===== config.mk =====
export PLATFORM = sky130hd
export DESIGN_NAME = mips_muldiv
export DESIGN_NICKNAME = d
export VERILOG_FILES = /design/src/hw/mips_muldiv.sv
export SDC_FILE = /design/constraint.sdc
export NUM_CORES = 1
export LEC_CHECK = 0
export ABC_AREA = 1
export BUFFER_PORTS_ARGS = -buffer_cell sky130_fd_sc_hd__buf_2
export CORE_MARGIN = 2
export CORE_UTILIZATION = 53
export DETAILED_ROUTE_END_ITERATION = 6
export PLACE_DENSITY = 0.82
export SYNTH_ARGS = -nofsm -noshare
export SYNTH_HDL_FRONTEND = slang
export SYNTH_SLANG_ARGS = --single-unit

===== constraint.sdc =====
create_clock -name clk -period 13.3 [get_ports clk]
set_clock_uncertainty 0.2 [all_clocks]
set_input_delay 1.33 -clock clk [delete_from_list [all_inputs] [get_ports clk]]
set_output_delay 1.33 -clock clk [all_outputs]
set_load 0.01 [all_outputs]

===== src/hw/mips_muldiv.sv =====
`timescale 1ns/1ps
`default_nettype none

module mips_muldiv (
    input  logic        clk,
    input  logic        rst_n,
    input  logic        start,
    input  logic [31:0] op_a,
    input  logic [31:0] op_b,
    output logic        busy,
    output logic [31:0] hi,
    output logic [31:0] lo
);

    logic [63:0] mcand;
    logic [63:0] acc;
    logic [63:0] acc_next;
    logic [31:0] mplier;
    logic [31:0] abs_a;
    logic [31:0] abs_b;
    logic [4:0]  step;
    logic        neg;

    // operand magnitudes, 0x80000000 maps onto itself as unsigned 2^31
    assign abs_a = op_a[31] ? -op_a : op_a;
    assign abs_b = op_b[31] ? -op_b : op_b;

    // add shifted multiplicand when the current multiplier bit is set
    assign acc_next = mplier[0] ? acc + mcand : acc;

    // control: busy for exactly 32 steps after start
    always_ff @(posedge clk) begin
        if (!rst_n) begin
            busy <= 1'b0;
            step <= '0;
        end else if (start) begin
            busy <= 1'b1;
            step <= '0;
        end else if (busy) begin
            step <= step + 5'd1;
            if (step == 5'd31) begin
                busy <= 1'b0;
            end
        end
    end

    // datapath
    always_ff @(posedge clk) begin
        if (start) begin
            mcand  <= {32'b0, abs_a};
            mplier <= abs_b;
            acc    <= '0;
            neg    <= op_a[31] ^ op_b[31];
        end else if (busy) begin
            acc    <= acc_next;
            mcand  <= mcand << 1;
            mplier <= mplier >> 1;
            // last step: restore the sign and publish the result
            if (step == 5'd31) begin
                {hi, lo} <= neg ? -acc_next : acc_next;
            end
        end
    end

    // the core interlocks mult issue on busy
    a_no_restart: assert property (@(posedge clk) disable iff (!rst_n)
        busy |-> !start);

endmodule

`default_nettype wire


==> out/qor.yml <==
setup_path:
  crit_path_start_kind: "flop"
  cp-end-kind: "flop"
  critPathKind: "flop to flop"
  required_ns: 13.38
  critPathMaxFanout: 5
  worstPathArrival_ns: 4.09
cts:
  cts_hold_buf: 0
  tritoncts: "built"
  clk_pin_slew_ns: 0.06
  clockRootBuffer: "clkbuf_16"
  cts_resized: 0
  cts_buffers: 26
  clkSinkCount: 231
  htreeDepth: 1
  cts_buffer_depth: 3
  clk_latency_ns: 0.57
  postCtsSetupBuffers: 0
sta:
  fin_setup_tns_ns: 0
  worstMarginPinSlew_ns: 1.09
  max_freq_mhz: 250
  timing.final.ws_setup_ns: 9.29
  finalCritPeriodShare: 0.301
  hold_viol_final: 0
  slew_violations: 0
  setup_viol: 0
  max-slew-margin-rel: 0.276
  rsz0062_at_grt: "no"
  fin_crit_ns: 4.01
finish:
  final_util: 0.591
  final_nets: 3149
  drive_gt1_frac: 0.0913
  multiInputGateArea_mm2: 0.0100
  fin_cells: 3488
  stdcell_area_mm2: 0.0202
  regArea_mm2: 0.00592
  area_delta_synth_final_pct: 10.7
  antenna-diode-count: 0
  fill_cells: 3296
placement:
  placed_cells: 3440
  postPlaceCellArea_mm2: 0.0193
  place_congestion: 1.00
  hpwl_um: 45600
  dp_worst_setup_slack_ns: 9.15
  numPortBuffers: 131
floorplanning:
  boundaryPins: 132
  dieHeight_um: 190
  placementRows: 68
  die-area_mm2: 0.0360
  core_mm2: 0.0343
  dieWidth_um: 190
  initial_core_util: 0.533
logic_synthesis:
  synth_area_per_cell_um2: 6.29
  ys.flop_type: "edfxtp_1"
  yosysUniqueCellTypes: 43
  synth.cell_area_mm2: 0.0183
  synth-seq-cells: 231
  syn-num-nets: 3046
  synth_common_cells: "nand2_1, inv_1, nor2_1"
  synthSimpleGateAreaFrac: 0.364
  synth-seq-area-share: 0.323
  synth_adder_area_share: 0.0476
  synth_compound_area_frac: 0.0845
  synth.area.top_cells: "nand2_1, edfxtp_1, dfxtp_1"
  async_flop_share: 0
  yosysTopAreaCell: "nand2_1"
  synthMuxAreaShare: 0
  synth_top_family_by_area: "simple AND/OR/NAND/NOR gates"
  synth-xor-area-share: 0.0508
  yosysMostFrequentCell: "nand2_1"
  syn_inst: 2910
  yosys_warnings: 0
  synth_enable_flop_cells: 129
  synth_top_area_share: 0.217
route:
  num_vias: 18600
  antenna_left: 0
  wl_per_cell_um: 16.7
  via_per_inst: 5.32
  dr.pass1.iters: 6
  drt_first_iter_violations: 1374
  routed_wl_um: 58300
  drcViolationCount: 0
power:
  p_leak_nw: 10.2
  power_density_mw_per_mm2: 109
  ir_drop_uv: 104
hold_path:
  hp-class: "flop to flop"
grt:
  antenna_found_initial: 0
  grt_max_degree: 125
  grt_overflow_total: 0
  grt_pass1_wl_um: 91300
  first_global_vias: 17700
  grt.total_usage: 0.323
run_status:
  status: "completed"
flow_run:
  drv_cap: 0
[kinds of logic after synthesis]
group,count (synthesis)
adders and majority gates,69
buffers and inverters,626
and+or+nand+nor,1598
xor gates and xnor gates,106
AOI/OAI and AO/OA,280
DFF,231
[layer usage]
metal | up-vias | global-route usage | routed length (um)
met2 | 738 | 0.549 | 27000
met4 | 0 | 0.210 | 4340
met5 | - | 0 | 0
li1 | 9284 | - | -
met1 | 8356 | 0.388 | 23300
met3 | 185 | 0.0389 | 3630
[sequential cells by signal, summed over array words and instances (netlist names)]
register,flops
step,5
neg,1
hi,32
busy,1
mcand,64
acc,64
lo,32
mplier,32
[stage by stage]
| step | hold slack, ns | power (mW) |
|---|---|---|
| 2_1_floorplan | 0.244 | 1.25 |
| 3_3_place_gp | 0.252 | 1.40 |
| 3_5_place_dp | 0.270 | 1.41 |
| 4_1_cts | 0.272 | 2.19 |
| 5_1_grt | 0.302 | 2.30 |
| 6_report | 0.278 | 2.20 |
[path summary, 6_finish.rpt]
| kind | startpoint | to | slack [ns] | cells after the start |
|---|---|---|---|---|
| worst max-delay path | mcand[19] | hi[17] | 9.29 | 20 |
| worst min-delay path | step[4] | step[4] | 0.28 | 2 |
| worst max register to register | mcand[19] | hi[17] | 9.29 | 20 |
| worst min register to register | step[4] | step[4] | 0.28 | 2 |
[layout make-up]
class	instances	share of cell area
Multi-Input combinational cell	2053	0.495
Sequential cell	231	0.292
Inverter	562	0.104
Timing Repair Buffer	139	0.0353
Clock buffer	31	0.0340
Tap cell	455	0.0281
Clock inverter	17	0.0116
[placed cells by master, fill, tap and decap left out, drive strengths merged, types with 5 or more instances in the layout]
cell type  instances
nand4             30
bufinv             5
clkinv            11
clkbuf            31
o22ai             76
edfxtp           129
xnor2             32
nor4               8
a21oi             67
o21ai            127
ha                68
xor2              74
nand2           1087
nor2             243
inv              559
nand3            187
buf              139
dfxtp            102
nor3              31
[power breakdown]
part	internal [mW]	leakage [nW]	total (mW)	switching (mW)
registers	0.812	2.07	0.843	0.0309
clock network	0.469	0.435	0.787	0.318
logic	0.172	7.71	0.570	0.398
total	1.45	10.2	2.20	0.747
[critical path, cell delays in order, from the launching register on]
cell and delay, ns:
edfxtp_1 0.44, ha_1 0.43, nand2_1 0.16, inv_1 0.06
nand2_1 0.06, nand2_1 0.08, inv_1 0.06, nand2_1 0.12
inv_1 0.11, nand3_1 0.22, nand2_1 0.13, nand3_1 0.08
nand2_1 0.35, nand2_1 0.16, nor2_1 0.21, nand3_1 0.10
nand2_1 0.12, nand2_2 0.10, nor2_2 0.27, nand2_1 0.11
xnor2_1 0.15
Note: power is estimated with default switching activity, not from simulation.
