==> config.mk <==
export PLATFORM = sky130hd
export DESIGN_NAME = mips_regfile
export DESIGN_NICKNAME = d
export VERILOG_FILES = /design/src/hw/mips_isa_pkg.sv /design/src/hw/mips_regfile.sv
export SDC_FILE = /design/constraint.sdc
export NUM_CORES = 2
export LEC_CHECK = 0
export BUFFER_PORTS_ARGS = -buffer_cell sky130_fd_sc_hd__buf_4
export CAP_MARGIN = 20
export CORE_MARGIN = 5
export CORE_UTILIZATION = 64
export DETAILED_ROUTE_END_ITERATION = 12
export PLACE_DENSITY = 0.89
export SYNTH_ARGS = -nofsm -noshare
export SYNTH_HDL_FRONTEND = slang
export SYNTH_SLANG_ARGS = --single-unit
==> constraint.sdc <==
create_clock -name clk -period 4.9 [get_ports clk]
set_input_delay 0.735 -clock clk [delete_from_list [all_inputs] [get_ports clk]]
set_output_delay 0.735 -clock clk [all_outputs]
set_load 0.05 [all_outputs]
==> src/hw/mips_isa_pkg.sv <==
`default_nettype none

package mips_isa_pkg;

    // primary opcodes used by the multiply test program
    typedef enum logic [5:0] {
        OP_SPECIAL = 6'b000000,
        OP_ADDIU   = 6'b001001,
        OP_LW      = 6'b100011,
        OP_SW      = 6'b101011
    } op_t;

    // funct field of the special opcode
    typedef enum logic [5:0] {
        FN_JR   = 6'b001000,
        FN_MFHI = 6'b010000,
        FN_MFLO = 6'b010010,
        FN_MULT = 6'b011000
    } funct_t;

    typedef logic [4:0] reg_idx_t;

    // register format
    typedef struct packed {
        op_t      op;
        reg_idx_t rs;
        reg_idx_t rt;
        reg_idx_t rd;
        logic [4:0] shamt;
        funct_t   funct;
    } r_fields_t;

    // immediate format, also used for loads and stores
    typedef struct packed {
        op_t      op;
        reg_idx_t rs;
        reg_idx_t rt;
        logic [15:0] imm;
    } i_fields_t;

    // jump format
    typedef struct packed {
        op_t         op;
        logic [25:0] target;
    } j_fields_t;

    // one instruction word seen through each encoding
    typedef union packed {
        r_fields_t r;
        i_fields_t i;
        j_fields_t j;
    } instr_t;

endpackage

`default_nettype wire

==> src/hw/mips_regfile.sv <==
`timescale 1ns/1ps
`default_nettype none

module mips_regfile (
    input  logic                  clk,
    input  logic                  rst_n,
    input  mips_isa_pkg::reg_idx_t rs_idx,
    input  mips_isa_pkg::reg_idx_t rt_idx,
    output logic [31:0]           rs_data,
    output logic [31:0]           rt_data,
    input  logic                  wr_en,
    input  mips_isa_pkg::reg_idx_t wr_idx,
    input  logic [31:0]           wr_data
);

    logic [31:0] regs [32];

    // r0 is never written, so it keeps its reset value
    always_ff @(posedge clk) begin
        if (!rst_n) begin
            for (int n = 0; n < 32; n++) begin
                regs[n] <= '0;
            end
        end else if (wr_en && wr_idx != '0) begin
            regs[wr_idx] <= wr_data;
        end
    end

    // combinational reads
    assign rs_data = (rs_idx == '0) ? '0 : regs[rs_idx];
    assign rt_data = (rt_idx == '0) ? '0 : regs[rt_idx];

    a_r0_zero: assert property (@(posedge clk) disable iff (!rst_n)
        (wr_en && wr_idx == '0) |=> (regs[0] == '0));

endmodule

`default_nettype wire

==> reports/qor.csv <==
stage;metric;value;unit
outcome;status;finished, final reports clean;
yosys;synth_area_per_cell;15.4;sq um
sta;fin_crit;4.44;ns
critical_path;critical_path_buf_inv_count;4;
final_layout;final_util;0.717;
pwr;p_leak;0.0207;uW
clock_network;cts_resized;0;
final_layout;largest_reg_flops;1024;
global_routing;grt.overflow.total;0;
pwr;p_seq_frac;0.497;
clock_network;cts_hold_buffers;0;
critical_path;path_cells;buf_4 > or3b_2 > buf_4 > o22ai_1 > a2111oi_1 > nor3_1 > buf_4 > buf_4;
yosys;synth-seq-area-share;0.567;
critical_path;cp.arrival;3.71;ns
sta;max-slew-margin-rel;0.214;
critical_path;critical_path_required;4.16;ns
die;dieWidth;301;microns
sta;whs;0.567;ns
yosys;syn_area;54200;sq um
detailed_routing;drc;0;
global_routing;grt_max_degree;69;
detailed_routing;drt-total-wl;170;mm
critical_path;cp_slowest_cell;or3b_2;
critical_path;cpPeakStageDelay;0.81;ns
pwr;ir_worst_vdd;344;uV
final_layout;fin_cells;4739;
placed_design;placed_cells;4551;
critical_path;cp.depth;8;
sta;finalHoldViolations;0;
clock_network;htree_levels;3;
yosys;synth_cells;3509;
placed_design;io_buffers;113;
global_routing;grt_pass1_vias;36800;
detailed_routing;via_count;36400;
clock_network;numCtsBuffers;99;
yosys;ys_seq_elements;1024;
sta;tns;0;ns
pwr;power_density;349;nW/um^2
pwr;switching_share;0.256;
critical_path;crit_type;primary input to primary output;
pwr;clkPwrFrac;0.366;
sta;rsz0062_at_grt;no;
sta;finalMaxSlewViolations;0;
critical_path;critPathMaxFanout;17;
die;rows;106;
critical_path;cp-start-kind;primary input;
die;start_util;0.647;
clock_network;ctsLongestPathBuffers;3;
placed_design;hpwl;102;mm
critical_path;cp_common_cell;buf_4;
critical_path;cpLargestDelayFamily;simple AND/OR/NAND/NOR gates;
final_layout;nNetsFinal;3568;
pwr;p_sw;5370;uW
detailed_routing;postRouteAntennaNets;0;
final_layout;area_growth;10.9;%
critical_path;setup.worst_path.end_class;primary output;
final_layout;largest-register;regs;
pwr;combPwrFrac;0.137;
pwr;p_int;15600;uW
placed_design;gp_congestion;0.895;
detailed_routing;wl_per_cell;35.9;microns
sta;post-route-period-util;0.906;
clock_network;cts_root_buf;clkbuf_16;
job;drv_cap;0;
detailed_routing;drt_pass1_iterations;8;
die;design.die.area;90600;sq um
detailed_routing;drt_iter0_markers;7160;
global_routing;grt_pass1_wl;246;mm
clock_network;tritoncts;yes;
hold_path;whs_path_depth;2;
global_routing;grt_use_total;0.375;
die;core_area;83800;sq um
clock_network;clock_sinks;1024;
hold_path;hold_path_class;primary input to register;
clock_network;post_cts_buffers;0;
die;die_y;301;microns
sta;finalSetupViolations;0;
global_routing;grt_antenna_before_repair;10;
final_layout;reg.largest.list;regs x1024;
yosys;synth_cell_type_count;41;
clock_network;clkSlewWorstSetupHoldPaths;0.06;ns
sta;timing.fmax;225;MHz
sta;worst_pin_slew;1.18;ns
die;io_pins;114;
final_layout;layout-drive-gt1-share;0.272;
yosys;yosysWarnings;0;
detailed_routing;via_per_inst;7.68;
## metrics by stage
step	area (sq um)	power [uW]	setup slack, ns
4_1_cts	60100	20800	0.639
6_report	60100	21000	0.460
3_5_place_dp	56900	13300	0.667
2_1_floorplan	54300	12300	0.629
5_1_grt	60100	21400	0.511
3_3_place_gp	56900	13200	0.654
## worst paths after layout
kind,from,end,slack [ns]
setup / recovery,rt_idx[1],rt_data[18],0.46
hold / removal,wr_data[21],regs[27][21],0.57
## final cells by class
class / count / area (sq um)
flip-flops and latches: 1024 / 30700
fillers: 4782 / 23700
multi-input cells: 2126 / 22200
clock buffers: 124 / 2640
repair buffers: 265 / 2510
well taps: 1134 / 1420
clock inverters: 55 / 546
diodes: 9 / 22.5
inverters: 2 / 7.51
## cells in the mapped netlist
| cell type | count | area share |
|---|---|---|
| nand3b_1 | 5 | 0.00069 |
| a211oi_1 | 34 | 0.0047 |
| mux4_2 | 470 | 0.20 |
| a31o_2 | 1 | 0.00016 |
| o221ai_1 | 27 | 0.0044 |
| nand3_1 | 5 | 0.00046 |
| or3b_2 | 3 | 0.00048 |
| mux2_2 | 30 | 0.0062 |
| a32o_1 | 4 | 0.00074 |
| a22oi_1 | 18 | 0.0025 |
| a22o_1 | 51 | 0.0082 |
| o211a_1 | 2 | 0.00037 |
| nor2b_1 | 15 | 0.0017 |
| inv_1 | 2 | 0.00014 |
| nor3_1 | 54 | 0.0050 |
| nand4b_1 | 2 | 0.00032 |
| a221oi_1 | 3 | 0.00048 |
| nor4b_2 | 1 | 0.00028 |
| a2111oi_1 | 12 | 0.0022 |
| or3_1 | 3 | 0.00035 |
| mux2i_1 | 154 | 0.028 |
| nor4_1 | 8 | 0.00092 |
| o22ai_1 | 79 | 0.0091 |
| nand2_1 | 9 | 0.00062 |
| clkbuf_1 | 275 | 0.019 |
| nand2b_1 | 6 | 0.00069 |
| buf_2 | 49 | 0.0045 |
| conb_1 | 1 | 0.000069 |
| nor2_1 | 36 | 0.0025 |
| buf_6 | 19 | 0.0039 |
| buf_1 | 8 | 0.00055 |
| or2_2 | 2 | 0.00023 |
| and2_1 | 996 | 0.11 |
| and4b_1 | 1 | 0.00018 |
| nand4_1 | 1 | 0.00012 |
| o21ai_0 | 33 | 0.0030 |
| a21oi_1 | 10 | 0.00092 |
| a2111oi_0 | 17 | 0.0027 |
| buf_4 | 37 | 0.0051 |
| and3_1 | 2 | 0.00023 |
| edfxtp_1 | 1024 | 0.57 |
## power groups by stage
| stage | clock network (uW) | logic [uW] | registers, uW |
|---|---|---|---|
| floorplan | 0 | 1830 | 10500 |
| global placement | 0 | 2720 | 10500 |
| detailed placement | 0 | 2770 | 10600 |
| CTS | 7620 | 2800 | 10400 |
| global route | 8020 | 2930 | 10400 |
| finish | 7660 | 2880 | 10400 |
## kinds of logic (layout without fill, tap and decap cells)
logic type / Yosys count / in the layout / synth area share
AOI/OAI and AO/OA: 291 / 291 / 0.0396
buffers and inverters: 390 / 446 / 0.0333
muxes: 654 / 654 / 0.230
and+or+nand+nor: 1149 / 1149 / 0.130
DFF: 1024 / 1024 / 0.567
other: 1 / 41 / 0.0000692
## metal layers
layer | wire (microns) | track usage | part of all wire | vias to the layer above
li1 | - | - | - | 13600
met1 | 50900 | 0.474 | 0.30 | 17700
met2 | 76500 | 0.563 | 0.45 | 4148
met3 | 28200 | 0.121 | 0.17 | 956
met4 | 14600 | 0.245 | 0.086 | 4
met5 | 38 | 0 | 0.00022 | -
## layout by cell type (no fill, tap or decap), types with 12 or more instances in the layout
cell type,instances
o21ai_4,31
clkinv_2,18
and2_1,995
a22oi_1,18
nor3_1,54
clkbuf_16,102
nor2_2,31
clkbuf_1,22
a2111oi_0,17
mux4_2,470
o22ai_1,79
o221ai_1,27
nor2b_1,13
edfxtp_1,1024
mux2_2,30
a2111oi_1,12
buf_12,39
mux2i_1,154
a211oi_1,34
conb_1,32
a22o_1,51
clkinv_1,21
buf_4,221
Power figures use the tool's default switching activity.
