===== src/hw/mips_isa_pkg.sv =====
`default_nettype none

package mips_isa_pkg;

    // primary opcodes used by the multiply test program
    typedef enum logic [5:0] {
        OP_SPECIAL = 6'b000000,
        OP_ADDIU   = 6'b001001,
        OP_LW      = 6'b100011,
        OP_SW      = 6'b101011
    } op_t;

    // funct field of the special opcode
    typedef enum logic [5:0] {
        FN_JR   = 6'b001000,
        FN_MFHI = 6'b010000,
        FN_MFLO = 6'b010010,
        FN_MULT = 6'b011000
    } funct_t;

    typedef logic [4:0] reg_idx_t;

    // register format
    typedef struct packed {
        op_t      op;
        reg_idx_t rs;
        reg_idx_t rt;
        reg_idx_t rd;
        logic [4:0] shamt;
        funct_t   funct;
    } r_fields_t;

    // immediate format, also used for loads and stores
    typedef struct packed {
        op_t      op;
        reg_idx_t rs;
        reg_idx_t rt;
        logic [15:0] imm;
    } i_fields_t;

    // jump format
    typedef struct packed {
        op_t         op;
        logic [25:0] target;
    } j_fields_t;

    // one instruction word seen through each encoding
    typedef union packed {
        r_fields_t r;
        i_fields_t i;
        j_fields_t j;
    } instr_t;

endpackage

`default_nettype wire


===== src/hw/mips_bus_pkg.sv =====
`default_nettype none

package mips_bus_pkg;

    // wishbone classic master to slave
    typedef struct packed {
        logic        cyc;
        logic        stb;
        logic        we;
        logic [31:0] adr;
        logic [31:0] dat;
        logic [3:0]  sel;
    } wb_req_t;

    // slave to master
    typedef struct packed {
        logic        ack;
        logic [31:0] dat;
    } wb_rsp_t;

endpackage

`default_nettype wire


===== src/hw/mips_core.sv =====
`timescale 1ns/1ps
`default_nettype none

module mips_core #(
    parameter logic [31:0] RESET_PC = 32'hBFC00000
) (
    input  logic                   clk,
    input  logic                   rst_n,
    output logic [31:0]            instr_address,
    input  logic [31:0]            instr_readdata,
    output mips_isa_pkg::reg_idx_t rs_idx,
    output mips_isa_pkg::reg_idx_t rt_idx,
    input  logic [31:0]            rs_data,
    input  logic [31:0]            rt_data,
    output logic                   wr_en,
    output mips_isa_pkg::reg_idx_t wr_idx,
    output logic [31:0]            wr_data,
    output logic                   md_start,
    output logic [31:0]            md_a,
    output logic [31:0]            md_b,
    input  logic                   md_busy,
    input  logic [31:0]            md_hi,
    input  logic [31:0]            md_lo,
    output mips_bus_pkg::wb_req_t  wb_req,
    input  mips_bus_pkg::wb_rsp_t  wb_rsp,
    output logic                   halted
);

    import mips_isa_pkg::*;

    typedef enum logic [1:0] {
        S_RUN,
        S_MEM,
        S_HALT
    } state_t;

    state_t      state;
    logic [31:0] pc;
    logic [31:0] npc;
    instr_t      ins;
    logic        is_special;
    logic        is_lw;
    logic        is_sw;
    logic        is_addiu;
    logic        is_mult;
    logic        is_mflo;
    logic        is_mfhi;
    logic        is_jr;
    logic        is_mem;
    logic        stall;
    logic        advance;
    logic [31:0] imm_sext;
    logic [31:0] ea;

    // decode, the word is held stable through the mem state since pc is
    assign ins           = instr_readdata;
    assign instr_address = pc;
    assign rs_idx        = ins.r.rs;
    assign rt_idx        = ins.r.rt;

    assign is_special = ins.r.op == OP_SPECIAL;
    assign is_lw      = ins.i.op == OP_LW;
    assign is_sw      = ins.i.op == OP_SW;
    assign is_addiu   = ins.i.op == OP_ADDIU;
    assign is_mult    = is_special && ins.r.funct == FN_MULT;
    assign is_mflo    = is_special && ins.r.funct == FN_MFLO;
    assign is_mfhi    = is_special && ins.r.funct == FN_MFHI;
    assign is_jr      = is_special && ins.r.funct == FN_JR;
    assign is_mem     = is_lw || is_sw;

    // interlock anything touching the multiplier while it runs
    assign stall = (is_mult || is_mflo || is_mfhi) && md_busy;

    // instruction retires this cycle
    assign advance = (state == S_RUN && !stall && !is_mem) ||
                     (state == S_MEM && wb_rsp.ack);

    assign imm_sext = {{16{ins.i.imm[15]}}, ins.i.imm};
    assign ea       = rs_data + imm_sext;

    assign md_start = state == S_RUN && is_mult && !md_busy;
    assign md_a     = rs_data;
    assign md_b     = rt_data;

    assign halted = state == S_HALT;

    // write-back, lw data goes straight in on the ack cycle
    always_comb begin
        wr_en   = 1'b0;
        wr_idx  = ins.i.rt;
        wr_data = ea;
        if (state == S_RUN && !stall) begin
            if (is_addiu) begin
                wr_en = 1'b1;
            end else if (is_mflo || is_mfhi) begin
                wr_en   = 1'b1;
                wr_idx  = ins.r.rd;
                wr_data = is_mflo ? md_lo : md_hi;
            end
        end else if (state == S_MEM && wb_rsp.ack && is_lw) begin
            wr_en   = 1'b1;
            wr_data = wb_rsp.dat;
        end
    end

    always_ff @(posedge clk) begin
        if (!rst_n) begin
            state      <= S_RUN;
            pc         <= RESET_PC;
            npc        <= RESET_PC + 32'd4;
            wb_req.cyc <= 1'b0;
            wb_req.stb <= 1'b0;
            wb_req.we  <= 1'b0;
        end else begin
            case (state)
                S_RUN: begin
                    if (is_mem) begin
                        // open the bus cycle, held until ack
                        state      <= S_MEM;
                        wb_req.cyc <= 1'b1;
                        wb_req.stb <= 1'b1;
                        wb_req.we  <= is_sw;
                        wb_req.adr <= ea;
                        wb_req.dat <= rt_data;
                        wb_req.sel <= 4'hf;
                    end
                end
                S_MEM: begin
                    if (wb_rsp.ack) begin
                        wb_req.cyc <= 1'b0;
                        wb_req.stb <= 1'b0;
                        wb_req.we  <= 1'b0;
                    end
                end
                default: begin
                    // halted until reset
                end
            endcase
            // delay slot: the jr target lands in npc, pc walks into the slot
            if (advance) begin
                pc    <= npc;
                npc   <= is_jr ? rs_data : npc + 32'd4;
                // jump to zero means the slot just retired, stop
                state <= (npc == '0) ? S_HALT : S_RUN;
            end
        end
    end

    a_stb_cyc: assert property (@(posedge clk) disable iff (!rst_n)
        wb_req.stb |-> wb_req.cyc);

    a_req_hold: assert property (@(posedge clk) disable iff (!rst_n)
        (wb_req.stb && !wb_rsp.ack) |=>
            ($stable(wb_req.adr) && $stable(wb_req.we) && $stable(wb_req.dat)));

endmodule

`default_nettype wire


===== config.mk =====
export PLATFORM = sky130hd
export DESIGN_NAME = mips_core
export DESIGN_NICKNAME = d
export VERILOG_FILES = /design/src/hw/mips_isa_pkg.sv /design/src/hw/mips_bus_pkg.sv /design/src/hw/mips_core.sv
export SDC_FILE = /design/constraint.sdc
export NUM_CORES = 1
export LEC_CHECK = 0
export BUFFER_PORTS_ARGS = -buffer_cell sky130_fd_sc_hd__buf_2
export CORE_AREA = 2 2 160 162
export DETAILED_ROUTE_END_ITERATION = 12
export DIE_AREA = 0 0 162 164
export SKIP_CTS_REPAIR_TIMING = 1
export SYNTH_ARGS = -nofsm -noshare
export SYNTH_HDL_FRONTEND = slang
export SYNTH_SLANG_ARGS = --single-unit

===== constraint.sdc =====
create_clock -name clk -period 6 [get_ports clk]
set_clock_uncertainty 0.15 [all_clocks]
set_input_delay 1.8 -clock clk [delete_from_list [all_inputs] [get_ports clk]]
set_output_delay 1.8 -clock clk [all_outputs]
set_load 0.05 [all_outputs]

==> impl_metrics.yaml <==
power:
  design_power_total_uw: 3116
  power-per-cell-area_nw_per_um2: 250.2
  static-leakage-power_uw: 0.005624
  ir_drop_v: 0.0001403
timing:
  finalCritPeriodShare_pct: 104.3
  setup_viol: 10
  hold_slack_ps: 311.7
  relative_slew_slack_pct: 26.23
  finalHoldViolations: 0
  worst_slew_pin_slew_ps: 1102
  max_freq_ghz: 0.1598
  slack_of_the_critical_path_ps: -259.3
  grt_setup_unrepaired: "true"
  finalWorstPathRequiredPeriod_ps: 6259
  max_transition_viols_final: 0
floorplanning:
  io_pins: 413
  total_die_area_um2: 26570
  placementRows: 58
  fp.dieH_um: 164
  core_area_um2: 24820
  die_width_um: 162
  initial_core_util_pct: 35.17
detailed_routing:
  detail_route.drc_violations: 0
  final_antenna_net_count: 0
  vias: 9061
  detail_route.wirelength_um: 33030
  drt_first_pass_iters: 5
  wl_per_cell_um: 18.67
  routed_via_density: 5.122
  initialDrtViolationCount: 830
run_status:
  failed_checks: "setup timing"
  status: "complete, but fails checks"
worst_setup_path:
  worst-endpoint-required_ps: 4050
  critical_path_peak_fanout: 4
  setup.worst_path.start_class: "primary input"
  crit_path_end_kind: "output pin"
  crit_arrival_ps: 4310
  worst-setup-path-type: "in2out"
logic_synthesis:
  synth-seq-area-share_pct: 37.61
  fraction_of_synthesized_cell_area_in_xor_and_xnor_cells_pct: 2.996
  synth.mux.area_fraction_pct: 3.913
  synth_top_area_share_pct: 22.02
  synthesized_area_um2: 8728
  synth_simple_gate_area_share_pct: 18.91
  ys_async_rst_share_pct: 0
  ys_dominant_reg_cell: "sky130_fd_sc_hd__dfxtp_1"
  synth.ff_latch_count: 132
  yosys.area.top_type: "sky130_fd_sc_hd__edfxtp_1"
  post_synthesis_compound_gate_area_fraction_pct: 20.96
  synth_top_family_by_area: "compound AO/OA/AOI/OAI gates"
  cells_taking_the_most_area_after_synthesis: "sky130_fd_sc_hd__edfxtp_1 22%, sky130_fd_sc_hd__dfxtp_1 16%, sky130_fd_sc_hd__buf_4 7.1%"
  synth_edf_count: 64
  synth.yosys.warnings: 0
  synth.lib_cells_used.distinct: 71
  synthesis.instances: 1021
  synthAdderAreaFrac_pct: 4.960
  postSynthAreaPerCell_um2: 8.549
global_route:
  antenna_found_initial: 3
  grt_first_pass_wirelength_um: 47540
  gr-total-overflow: 0
  grt_max_degree: 72
  grt_pass1_vias: 8482
  grt_use_total_pct: 23.38
placement:
  io_buffers: 398
  dpl.hpwl_um: 25750
  post-place-ws_ps: -428.2
  finalWeightedCongestion: 0.8722
  placed_cells: 1721
clock_tree:
  cts_tree: "yes"
  cts.path.max_buffers: 2
  numCtsBuffers: 17
  clock-sinks: 132
  cts_root_buf: "sky130_fd_sc_hd__clkbuf_16"
  cts.clk_slew.worst_paths_ps: 60
  clock_latency_ps: 420
  htree_levels: 4
finish:
  final_layout_size_suffix_gt1_share_pct: 43.80
  sequential_cell_area_um2: 3283
  fill_cells: 2423
  final_core_util_pct: 50.19
  area_of_combinational_cells_with_multiple_inputs_um2: 4926
  final-instance-count-excl-fill: 1769
  area_growth_syn_to_layout_pct: 42.70
  nNetsFinal: 1653
min_path:
  holdCritPathClass: "reg2reg"
run:
  max_cap_viol_count: 0
==> power by group <==
part | switching [µW] | internal (µW)
clock network | 423 | 693
registers | 8.39 | 966
logic | 635 | 391
total | 1070 | 2050
==> metrics by stage <==
| step | area [µm²] | TNS [ps] |
|---|---|---|
| after floorplan | 8758 | 0 |
| after global placement | 11220 | -3375 |
| after detailed placement | 11220 | -3945 |
| after CTS | 11840 | -4008 |
| after global routing | 12450 | -2735 |
| final | 12460 | -1272 |
==> cell families (layout without fill, tap and decap cells) <==
| kind of cell | count (synthesis) | in the layout |
|---|---|---|
| flops | 132 | 132 |
| mux | 33 | 33 |
| fa+ha+maj | 34 | 34 |
| simple gates | 358 | 358 |
| buf+inv | 155 | 567 |
| other cells | 1 | 7 |
| xor+xnor | 29 | 29 |
| compound gates | 279 | 279 |
==> cell type report <==
type,count,share of cell area [%]
flip-flops and latches,132,26.36
diodes,3,0.06027
clock buffers,18,3.446
clock inverters,14,1.487
well taps,330,3.315
multi-input cells,737,39.55
inverters,13,0.3918
repair buffers,522,25.39
==> path summary, 6_finish.rpt <==
path,cells after the start,startpoint,to,slack (ps)
worst max-delay path,12,rs_data[0],wr_data[30],-260
worst max register to register,8,npc[2]$_SDFFE_PN1N_,npc[26]$_SDFFE_PN1N_,3240
worst min-delay path,2,instr_address[12]$_SDFFE_PN0N_,instr_address[12]$_SDFFE_PN0N_,310
worst min register to register,2,instr_address[12]$_SDFFE_PN0N_,instr_address[12]$_SDFFE_PN0N_,310
==> cells in the mapped netlist, types with 3 or more instances <==
| cell type | number |
|---|---|
| sky130_fd_sc_hd__nand2b_1 | 5 |
| sky130_fd_sc_hd__a211oi_1 | 3 |
| sky130_fd_sc_hd__o22ai_1 | 7 |
| sky130_fd_sc_hd__xor2_1 | 8 |
| sky130_fd_sc_hd__nand3b_1 | 4 |
| sky130_fd_sc_hd__or3_1 | 4 |
| sky130_fd_sc_hd__inv_1 | 13 |
| sky130_fd_sc_hd__o21ai_2 | 3 |
| sky130_fd_sc_hd__a21oi_1 | 73 |
| sky130_fd_sc_hd__nor3_1 | 17 |
| sky130_fd_sc_hd__nor2b_1 | 13 |
| sky130_fd_sc_hd__a31oi_1 | 12 |
| sky130_fd_sc_hd__nand4_1 | 10 |
| sky130_fd_sc_hd__and2_1 | 11 |
| sky130_fd_sc_hd__and3_1 | 12 |
| sky130_fd_sc_hd__o21a_1 | 11 |
| sky130_fd_sc_hd__nor4_1 | 11 |
| sky130_fd_sc_hd__edfxtp_1 | 64 |
| sky130_fd_sc_hd__ha_1 | 33 |
| sky130_fd_sc_hd__xnor2_1 | 20 |
| sky130_fd_sc_hd__mux2_2 | 9 |
| sky130_fd_sc_hd__clkbuf_1 | 39 |
| sky130_fd_sc_hd__a22oi_1 | 6 |
| sky130_fd_sc_hd__buf_4 | 83 |
| sky130_fd_sc_hd__buf_2 | 16 |
| sky130_fd_sc_hd__o211ai_1 | 14 |
| sky130_fd_sc_hd__a21boi_0 | 26 |
| sky130_fd_sc_hd__mux2i_1 | 24 |
| sky130_fd_sc_hd__nand2_1 | 150 |
| sky130_fd_sc_hd__a221o_1 | 9 |
| sky130_fd_sc_hd__o21ai_1 | 4 |
| sky130_fd_sc_hd__a21o_1 | 20 |
| sky130_fd_sc_hd__o31ai_1 | 3 |
| sky130_fd_sc_hd__o21ai_0 | 59 |
| sky130_fd_sc_hd__nor3b_1 | 3 |
| sky130_fd_sc_hd__o221a_2 | 3 |
| sky130_fd_sc_hd__nand3_1 | 39 |
| sky130_fd_sc_hd__a41oi_1 | 5 |
| sky130_fd_sc_hd__nor2_1 | 71 |
| sky130_fd_sc_hd__dfxtp_1 | 68 |
==> registers in the layout (all words and copies together), names as in the netlist <==
name           flops
state              2
instr_address     32
wb_req            66
npc               32
==> critical path, stage by stage <==
cell	delay, ps
sky130_fd_sc_hd__buf_8	100
sky130_fd_sc_hd__ha_4	160
sky130_fd_sc_hd__fa_2	370
sky130_fd_sc_hd__a211oi_2	240
sky130_fd_sc_hd__o211ai_1	230
sky130_fd_sc_hd__a41oi_2	320
sky130_fd_sc_hd__o31ai_4	110
sky130_fd_sc_hd__o211ai_2	300
sky130_fd_sc_hd__o21ai_2	120
sky130_fd_sc_hd__xor2_2	190
sky130_fd_sc_hd__o21a_2	210
sky130_fd_sc_hd__buf_8	150
==> placed cells by master, fill, tap and decap left out, drive strengths merged, types with 11 or more instances in the layout <==
cell type	instances
nor4	12
nand2	151
ha	33
o21a	11
o21ai	66
inv	14
nor3	19
and3	12
a21boi	27
edfxtp	64
nand3	39
dfxtp	68
mux2i	24
a31oi	12
nor2b	13
and2	11
a21o	22
a21oi	73
o211ai	15
xnor2	20
nor2	71
buf	522
clkbuf	18
==> routing by layer <==
| layer | GRT usage (%) | share of wire, % | vias to the layer above |
|---|---|---|---|
| li1 | - | - | 4408 |
| met1 | 29.19 | 41 | 4215 |
| met2 | 40.02 | 49 | 382 |
| met3 | 3.864 | 6.4 | 56 |
| met4 | 9.976 | 3.3 | 0 |
| met5 | 0 | 0 | - |
No activity file was read; power rests on OpenSTA's default activity.
